### config.mk
export PLATFORM = sky130hd
export DESIGN_NAME = receiver_front
export DESIGN_NICKNAME = d
export VERILOG_FILES = /design/src/receiver_pkg.sv /design/src/cfo_phase_accum.sv /design/src/complex_mixer.sv /design/src/power_detector.sv /design/src/receiver_front.sv /design/src/rotator_lut.sv
export SDC_FILE = /design/constraint.sdc
export NUM_CORES = 2
export LEC_CHECK = 0
export BUFFER_PORTS_ARGS = -buffer_cell sky130_fd_sc_hd__buf_2
export CAP_MARGIN = 0
export CORE_UTILIZATION = 55
export CTS_CLUSTER_DIAMETER = 50
export DETAILED_ROUTE_END_ITERATION = 6
export GPL_TIMING_DRIVEN = 0
export PLACE_DENSITY = 0.71
export SYNTH_ARGS = -nofsm -noshare
export SYNTH_HDL_FRONTEND = slang
export SYNTH_SLANG_ARGS = --single-unit
### constraint.sdc
create_clock -name clk_i -period 12.6 [get_ports clk_i]
set_clock_uncertainty 0.05 [all_clocks]
set_input_delay 1.89 -clock clk_i [delete_from_list [all_inputs] [get_ports clk_i]]
set_output_delay 1.89 -clock clk_i [all_outputs]
set_load 0.03 [all_outputs]
### src/receiver_pkg.sv
package receiver_pkg;

    // ------------------------------------------------------------------
    // widths
    // ------------------------------------------------------------------
    localparam int IQ_W        = 16;
    localparam int CFO_PHASE_W = 20;
    localparam int LUT_IDX_W   = 6;
    localparam int ROT_FRAC_W  = 14;
    localparam int SAMPLE_ID_W = 16;
    localparam int POWER_W     = 33;

    // top two lut bits select the quadrant
    localparam int QUAD_W      = 2;
    localparam int QIDX_W      = LUT_IDX_W - QUAD_W;
    localparam int QUARTER_LEN = 2 ** QIDX_W + 1;

    // ------------------------------------------------------------------
    // quarter wave cosine, 0 .. pi/2 in 16 steps, scaled by 2^14 - 1
    // ------------------------------------------------------------------
    localparam logic signed [IQ_W-1:0] QUARTER_COS [QUARTER_LEN] = '{
        16'sd16383,
        16'sd16304,
        16'sd16068,
        16'sd15678,
        16'sd15136,
        16'sd14449,
        16'sd13622,
        16'sd12664,
        16'sd11585,
        16'sd10393,
        16'sd9102,
        16'sd7723,
        16'sd6270,
        16'sd4756,
        16'sd3196,
        16'sd1606,
        16'sd0
    };

    // ------------------------------------------------------------------
    // types
    // ------------------------------------------------------------------
    typedef struct packed {
        logic signed [IQ_W-1:0] re;
        logic signed [IQ_W-1:0] im;
    } iq_t;

    typedef struct packed {
        iq_t                    iq;
        logic [SAMPLE_ID_W-1:0] id;
    } tagged_iq_t;

    // manual mode parks the rotator at phase zero
    typedef enum logic {
        CFO_AUTO   = 1'b0,
        CFO_MANUAL = 1'b1
    } cfo_mode_e;

endpackage

### src/cfo_phase_accum.sv
module cfo_phase_accum import receiver_pkg::*; (
    input  logic                          clk_i,
    input  logic                          reset_ni,

    input  cfo_mode_e                     cfo_mode_i,
    input  logic signed [CFO_PHASE_W-1:0] cfo_inc_i,
    input  logic                          cfo_valid_i,

    input  logic                          sample_valid_i,
    output logic        [CFO_PHASE_W-1:0] phase_o
);

    // accumulated increment, each new estimate is relative to the last
    logic signed [CFO_PHASE_W-1:0] inc_q;
    logic        [CFO_PHASE_W-1:0] phase_q;

    // ------------------------------------------------------------------
    // increment register
    // ------------------------------------------------------------------
    always_ff @(posedge clk_i) begin
        if (!reset_ni) begin
            inc_q <= '0;
        end else if (cfo_mode_i == CFO_MANUAL) begin
            inc_q <= '0;
        end else if (cfo_valid_i) begin
            inc_q <= inc_q - cfo_inc_i;
        end
    end

    // ------------------------------------------------------------------
    // phase accumulator
    // ------------------------------------------------------------------
    // advances once per valid sample, wraps modulo 2^CFO_PHASE_W
    // the old increment applies when both strobes coincide
    always_ff @(posedge clk_i) begin
        if (!reset_ni) begin
            phase_q <= '0;
        end else if (cfo_mode_i == CFO_MANUAL) begin
            phase_q <= '0;
        end else if (sample_valid_i) begin
            phase_q <= phase_q + $unsigned(inc_q);
        end
    end

    // current sample sees the phase before its own update
    assign phase_o = phase_q;

endmodule

### src/complex_mixer.sv
module complex_mixer import receiver_pkg::*; (
    input  logic       clk_i,
    input  logic       reset_ni,

    input  tagged_iq_t sample_i,
    input  iq_t        rot_i,
    input  logic       valid_i,

    output tagged_iq_t mixed_o,
    output logic       mixed_valid_o
);

    localparam int PROD_W = 2 * IQ_W;
    localparam int SUM_W  = PROD_W + 1;

    // clamp to the signed IQ_W range
    function automatic logic signed [IQ_W-1:0] saturate(input logic signed [SUM_W-1:0] v);
        logic [SUM_W-IQ_W:0] top;
        top = v[SUM_W-1:IQ_W-1];
        if ((&top) || !(|top)) begin
            saturate = v[IQ_W-1:0];
        end else if (v[SUM_W-1]) begin
            saturate = {1'b1, {(IQ_W-1){1'b0}}};
        end else begin
            saturate = {1'b0, {(IQ_W-1){1'b1}}};
        end
    endfunction

    // ------------------------------------------------------------------
    // stage 1, partial products
    // ------------------------------------------------------------------
    logic signed [PROD_W-1:0] prod_rr_q;
    logic signed [PROD_W-1:0] prod_ii_q;
    logic signed [PROD_W-1:0] prod_ri_q;
    logic signed [PROD_W-1:0] prod_ir_q;
    logic [SAMPLE_ID_W-1:0]   id_q;
    logic                     valid_q;

    always_ff @(posedge clk_i) begin
        prod_rr_q <= sample_i.iq.re * rot_i.re;
        prod_ii_q <= sample_i.iq.im * rot_i.im;
        prod_ri_q <= sample_i.iq.re * rot_i.im;
        prod_ir_q <= sample_i.iq.im * rot_i.re;
        id_q      <= sample_i.id;
    end

    // ------------------------------------------------------------------
    // stage 2, sum, shift by the rotator fraction, saturate
    // ------------------------------------------------------------------
    logic signed [SUM_W-1:0] sum_re;
    logic signed [SUM_W-1:0] sum_im;

    assign sum_re = (prod_rr_q - prod_ii_q) >>> ROT_FRAC_W;
    assign sum_im = (prod_ri_q + prod_ir_q) >>> ROT_FRAC_W;

    always_ff @(posedge clk_i) begin
        mixed_o.iq.re <= saturate(sum_re);
        mixed_o.iq.im <= saturate(sum_im);
        mixed_o.id    <= id_q;
    end

    always_ff @(posedge clk_i) begin
        if (!reset_ni) begin
            valid_q       <= 1'b0;
            mixed_valid_o <= 1'b0;
        end else begin
            valid_q       <= valid_i;
            mixed_valid_o <= valid_q;
        end
    end

endmodule

### src/power_detector.sv
module power_detector import receiver_pkg::*; (
    input  logic                   clk_i,
    input  logic                   reset_ni,

    input  tagged_iq_t             mixed_i,
    input  logic                   mixed_valid_i,
    input  logic [31:0]            threshold_i,

    output logic                   peak_o,
    output logic [SAMPLE_ID_W-1:0] peak_id_o
);

    localparam int SQ_W = 2 * IQ_W;

    logic signed [SQ_W-1:0] re_sq;
    logic signed [SQ_W-1:0] im_sq;
    logic [POWER_W-1:0]     power;
    logic                   above;

    // squares are never negative, so the sum fits unsigned
    assign re_sq = mixed_i.iq.re * mixed_i.iq.re;
    assign im_sq = mixed_i.iq.im * mixed_i.iq.im;
    assign power = POWER_W'($unsigned(re_sq)) + POWER_W'($unsigned(im_sq));

    // strictly above, equal power does not fire
    assign above = mixed_valid_i && (power > POWER_W'(threshold_i));

    // ------------------------------------------------------------------
    // peak pulse and id of the last peak
    // ------------------------------------------------------------------
    always_ff @(posedge clk_i) begin
        if (!reset_ni) begin
            peak_o    <= 1'b0;
            peak_id_o <= '0;
        end else begin
            peak_o <= above;
            if (above) begin
                peak_id_o <= mixed_i.id;
            end
        end
    end

endmodule

### src/receiver_front.sv
module receiver_front import receiver_pkg::*; (
    input  logic                          clk_i,
    input  logic                          reset_ni,

    input  iq_t                           sample_i,
    input  logic                          sample_valid_i,

    input  logic signed [CFO_PHASE_W-1:0] cfo_inc_i,
    input  logic                          cfo_valid_i,
    input  cfo_mode_e                     cfo_mode_i,

    input  logic        [31:0]            threshold_i,

    output tagged_iq_t                    mixed_o,
    output logic                          mixed_valid_o,
    output logic                          peak_detected_o,
    output logic        [SAMPLE_ID_W-1:0] peak_id_o
);

    logic [SAMPLE_ID_W-1:0] sample_cnt;
    tagged_iq_t             sample_d;
    logic [CFO_PHASE_W-1:0] phase;
    iq_t                    rot;
    logic                   rot_valid;

    // ------------------------------------------------------------------
    // sample tagging
    // ------------------------------------------------------------------
    // counts valid samples, wraps at 2^SAMPLE_ID_W
    always_ff @(posedge clk_i) begin
        if (!reset_ni) begin
            sample_cnt <= '0;
        end else if (sample_valid_i) begin
            sample_cnt <= sample_cnt + 1'b1;
        end
    end

    // one register to meet the rotator
    always_ff @(posedge clk_i) begin
        sample_d.iq <= sample_i;
        sample_d.id <= sample_cnt;
    end

    // ------------------------------------------------------------------
    // cfo correction chain
    // ------------------------------------------------------------------
    cfo_phase_accum cfo_phase_accum_i (
        .clk_i          (clk_i),
        .reset_ni       (reset_ni),
        .cfo_mode_i     (cfo_mode_i),
        .cfo_inc_i      (cfo_inc_i),
        .cfo_valid_i    (cfo_valid_i),
        .sample_valid_i (sample_valid_i),
        .phase_o        (phase)
    );

    rotator_lut rotator_lut_i (
        .clk_i         (clk_i),
        .reset_ni      (reset_ni),
        .phase_i       (phase),
        .phase_valid_i (sample_valid_i),
        .rot_o         (rot),
        .rot_valid_o   (rot_valid)
    );

    complex_mixer complex_mixer_i (
        .clk_i         (clk_i),
        .reset_ni      (reset_ni),
        .sample_i      (sample_d),
        .rot_i         (rot),
        .valid_i       (rot_valid),
        .mixed_o       (mixed_o),
        .mixed_valid_o (mixed_valid_o)
    );

    power_detector power_detector_i (
        .clk_i         (clk_i),
        .reset_ni      (reset_ni),
        .mixed_i       (mixed_o),
        .mixed_valid_i (mixed_valid_o),
        .threshold_i   (threshold_i),
        .peak_o        (peak_detected_o),
        .peak_id_o     (peak_id_o)
    );

endmodule

### src/rotator_lut.sv
module rotator_lut import receiver_pkg::*; (
    input  logic                   clk_i,
    input  logic                   reset_ni,

    input  logic [CFO_PHASE_W-1:0] phase_i,
    input  logic                   phase_valid_i,

    output iq_t                    rot_o,
    output logic                   rot_valid_o
);

    logic [LUT_IDX_W-1:0] angle;
    logic [QUAD_W-1:0]    quad;
    logic [QIDX_W:0]      idx;
    logic [QIDX_W:0]      idx_mirror;

    logic signed [IQ_W-1:0] t_fwd;
    logic signed [IQ_W-1:0] t_rev;
    iq_t                    rot_d;

    // top phase bits, quadrant and index inside the quadrant
    assign angle      = phase_i[CFO_PHASE_W-1 -: LUT_IDX_W];
    assign quad       = angle[LUT_IDX_W-1 -: QUAD_W];
    assign idx        = {1'b0, angle[QIDX_W-1:0]};
    assign idx_mirror = (QIDX_W+1)'(QUARTER_LEN - 1) - idx;

    assign t_fwd = QUARTER_COS[idx];
    assign t_rev = QUARTER_COS[idx_mirror];

    // quadrant folding
    always_comb begin
        case (quad)
            2'd0: begin
                rot_d.re = t_fwd;
                rot_d.im = t_rev;
            end
            2'd1: begin
                rot_d.re = -t_rev;
                rot_d.im = t_fwd;
            end
            2'd2: begin
                rot_d.re = -t_fwd;
                rot_d.im = -t_rev;
            end
            default: begin
                rot_d.re = t_rev;
                rot_d.im = -t_fwd;
            end
        endcase
    end

    always_ff @(posedge clk_i) begin
        if (!reset_ni) begin
            rot_valid_o <= 1'b0;
        end else begin
            rot_valid_o <= phase_valid_i;
        end
    end

    always_ff @(posedge clk_i) begin
        rot_o <= rot_d;
    end

endmodule

==> impl_metrics.ini <==
[status]
outcome = finished, final reports clean

[worst_setup_path]
path_common_cell = fa_1
rr_endpoint = power_detector_i.peak_id_o[13]
cpPeakStageDelay_ns = 0.58
reg2reg_depth = 41
crit_type = reg2reg
crit_fanout = 10
endpoint_kind = flop
r2r_slack_ns = 0.63
crit_path_top_delay_cell = clkbuf_1
cp-start-kind = flop
r2r-start = complex_mixer_i.mixed_o[37]
crit_arrival_ns = 12.45
cp.required_ns = 13.08

[floorplan]
coreArea_um2 = 132000
die_y_um = 367.2
start_util = 0.5558
rows = 133
boundaryPins = 155
fp.dieW_um = 367.2
die_area_um2 = 134800

[drt]
wl_met2_um = 102700
met1Wirelength_um = 88270
wl_per_cell_um = 22.10
vias = 56340
met3_length_um = 18940
route.top_layer_used = met5
drt_iter0_markers = 4352
drt_first_pass_iters = 6
drc = 0
drt_wl_total_um = 223300
viasPerCell = 5.575
antenna_left = 0

[clocking]
clock_latency_ns = 0.67
clock-sinks = 348
cts_hold_buf = 0
cts_tree = yes
cts_setup_buffers = 0
cts_buffers = 49
h-tree-depth = 2
clock-root-buffer = clkbuf_16
cts.path.max_buffers = 3
cts.repair.resized = 0
cts.clk_slew.worst_paths_ns = 0.06

[placement]
io_buffers = 152
dp_hpwl_um = 186600
place.gp.congestion = 1.012

[sta]
finalCritPeriodShare = 0.9501
setup_violations = 0
fin_setup_tns_ns = 0
worst_slew_pin_slew_ns = 1.369
min_period_ns = 11.97
relSlewSlack = 0.08760
rsz0062_at_grt = no
hold_violations = 0
slew_viol_final = 0
max_clock_freq_mhz = 83.53

[yosys]
synthArstFlopShare = 0
synthesis.area_um2 = 73340
synthCells = 8093
synth_enable_flop_cells = 0
synth_seq_cells = 348
ys.flop_type = dfxtp_1
syn_area_per_cell_um2 = 9.062
syn_nets = 10380
ys_types = 93
yosysSeqAreaShare = 0.09499
yosysWarnings = 0

[global_routing]
grt_pass1_vias = 59470
grt_pass1_wl_um = 343800
grtUsageTotal = 0.3393
grt_max_degree = 16
antenna_found_initial = 19
gr-total-overflow = 0

[cells_and_area]
num-nets-final = 10580
areaGrowthSynthToFinish_pct = 6.449
drive_above_1_share = 0.03672

[min_path]
min_from = sample_d[6]
min_path_type = reg2reg
holdPathEnd = complex_mixer_i.id_q[6]
holdPathStages = 0

[run]
drv_cap = 0
==> flip-flops by register name (all words and copies together) (netlist names) <==
signal / cells
rotator_lut_i.rot_valid_o: 1
cfo_phase_accum_i.phase_o: 20
complex_mixer_i.prod_rr_q: 32
complex_mixer_i.mixed_o: 48
complex_mixer_i.valid_q: 1
complex_mixer_i.prod_ii_q: 32
power_detector_i.peak_o: 1
complex_mixer_i.prod_ri_q: 32
power_detector_i.peak_id_o: 16
cfo_phase_accum_i.inc_q: 20
complex_mixer_i.mixed_valid_o: 1
rotator_lut_i.rot_o: 32
complex_mixer_i.id_q: 16
sample_d: 48
sample_cnt: 16
complex_mixer_i.prod_ir_q: 32
==> metal layers <==
layer	GRT usage	vias up
met1	0.4386	28610
met2	0.5452	2275
met5	0	-
met4	0.1684	4
met3	0.06574	559
li1	-	24890
==> cells by family (layout without fill, tap and decap cells) <==
family                     Yosys count  after routing  synth area share
and+or+nand+nor                   2059           2059            0.1356
buffers and inverters             2233           2474            0.1145
adders and majority gates         2197           2197            0.5302
muxes                               49             49          0.007063
DFF                                348            348           0.09499
other                                0             16                 0
AOI/OAI and AO/OA                  879            879           0.07849
xor gates and xnor gates           328            328           0.03917
==> metrics by stage <==
step	area, um^2	setup slack [ns]	hold slack, ns	cells	util
3_3_place_gp	76300	0.4988	0.2598	10000	0.5782
3_5_place_dp	76300	0.4704	0.2621	10000	0.5782
6_report	78070	0.6283	0.2710	10110	0.5916
2_1_floorplan	73340	3.068	0.2596	8093	-
5_1_grt	78030	0.04166	0.2797	10090	0.5913
4_1_cts	78030	0.4157	0.2691	10090	0.5913
==> worst max-delay path: cells and delay by family (launching register included) <==
family	cells	cell delay [ns]
buf+inv	7	1.74
fa+ha+maj	9	4.11
xor+xnor	2	0.43
mux	1	0.20
flops	1	0.44
simple gates	9	1.51
compound gates	13	3.31
==> how the worst max path moves through the flow <==
stage,endpoint,slack (ns),start,cells past startpoint
2_1_floorplan,power_detector_i.peak_id_o[10],3.07,complex_mixer_i.mixed_o[47],43
3_3_place_gp,power_detector_i.peak_id_o[13],0.50,complex_mixer_i.mixed_o[37],41
3_5_place_dp,power_detector_i.peak_id_o[13],0.47,complex_mixer_i.mixed_o[33],43
4_1_cts,power_detector_i.peak_id_o[13],0.42,complex_mixer_i.mixed_o[33],43
5_1_grt,power_detector_i.peak_id_o[13],0.04,complex_mixer_i.mixed_o[47],43
6_report,power_detector_i.peak_id_o[13],0.63,complex_mixer_i.mixed_o[37],41
==> synthesized netlist by cell type (all sizes together) (19+ instances only) <==
cell type / number / area [um^2]
a211oi: 35 / 262.8
nand2: 848 / 3183
o21bai: 38 / 285.3
and2: 509 / 3184
ha: 679 / 8496
o21a: 40 / 300.3
fa: 1518 / 30390
nand2b: 99 / 619.3
o21ai: 167 / 843.3
inv: 1928 / 7237
dfxtp: 348 / 6967
xnor2: 253 / 2216
clkbuf: 287 / 1077
xor2: 75 / 656.9
nor2: 294 / 1104
a31oi: 31 / 193.9
and3: 35 / 219.0
a21o: 153 / 1150
a21oi: 254 / 1286
nor3: 63 / 325.3
mux2i: 45 / 450.4
nor2b: 46 / 287.8
a31o: 19 / 166.4
nand3: 74 / 370.4
nand4: 20 / 125.1
==> cell usage in the layout (no fill, tap or decap), types with 58 or more instances in the layout <==
cell	instances
nand3_1	74
o21ai_1	58
ha_1	679
o21ai_0	106
nor2_1	294
nand2b_1	99
a21oi_1	250
and2_1	509
fa_1	1518
dfxtp_1	348
nor3_1	61
xor2_1	75
a21o_1	152
xnor2_1	253
inv_1	1921
buf_2	158
clkbuf_1	287
nand2_1	848
==> area by class of cell <==
type | count | area [um^2]
fill | 11690 | 53890
tap | 1755 | 2196
inverter | 1932 | 7252
clock buffer | 55 | 1299
antenna | 16 | 40.04
multi-input combinational | 5512 | 57980
clock inverter | 34 | 429.2
sequential | 348 | 6967
buffer | 301 | 1150
timing repair buffer | 152 | 760.7
Power is not shown: default switching activity piles up to over one toggle a cycle in this logic, so the estimate is an artifact.
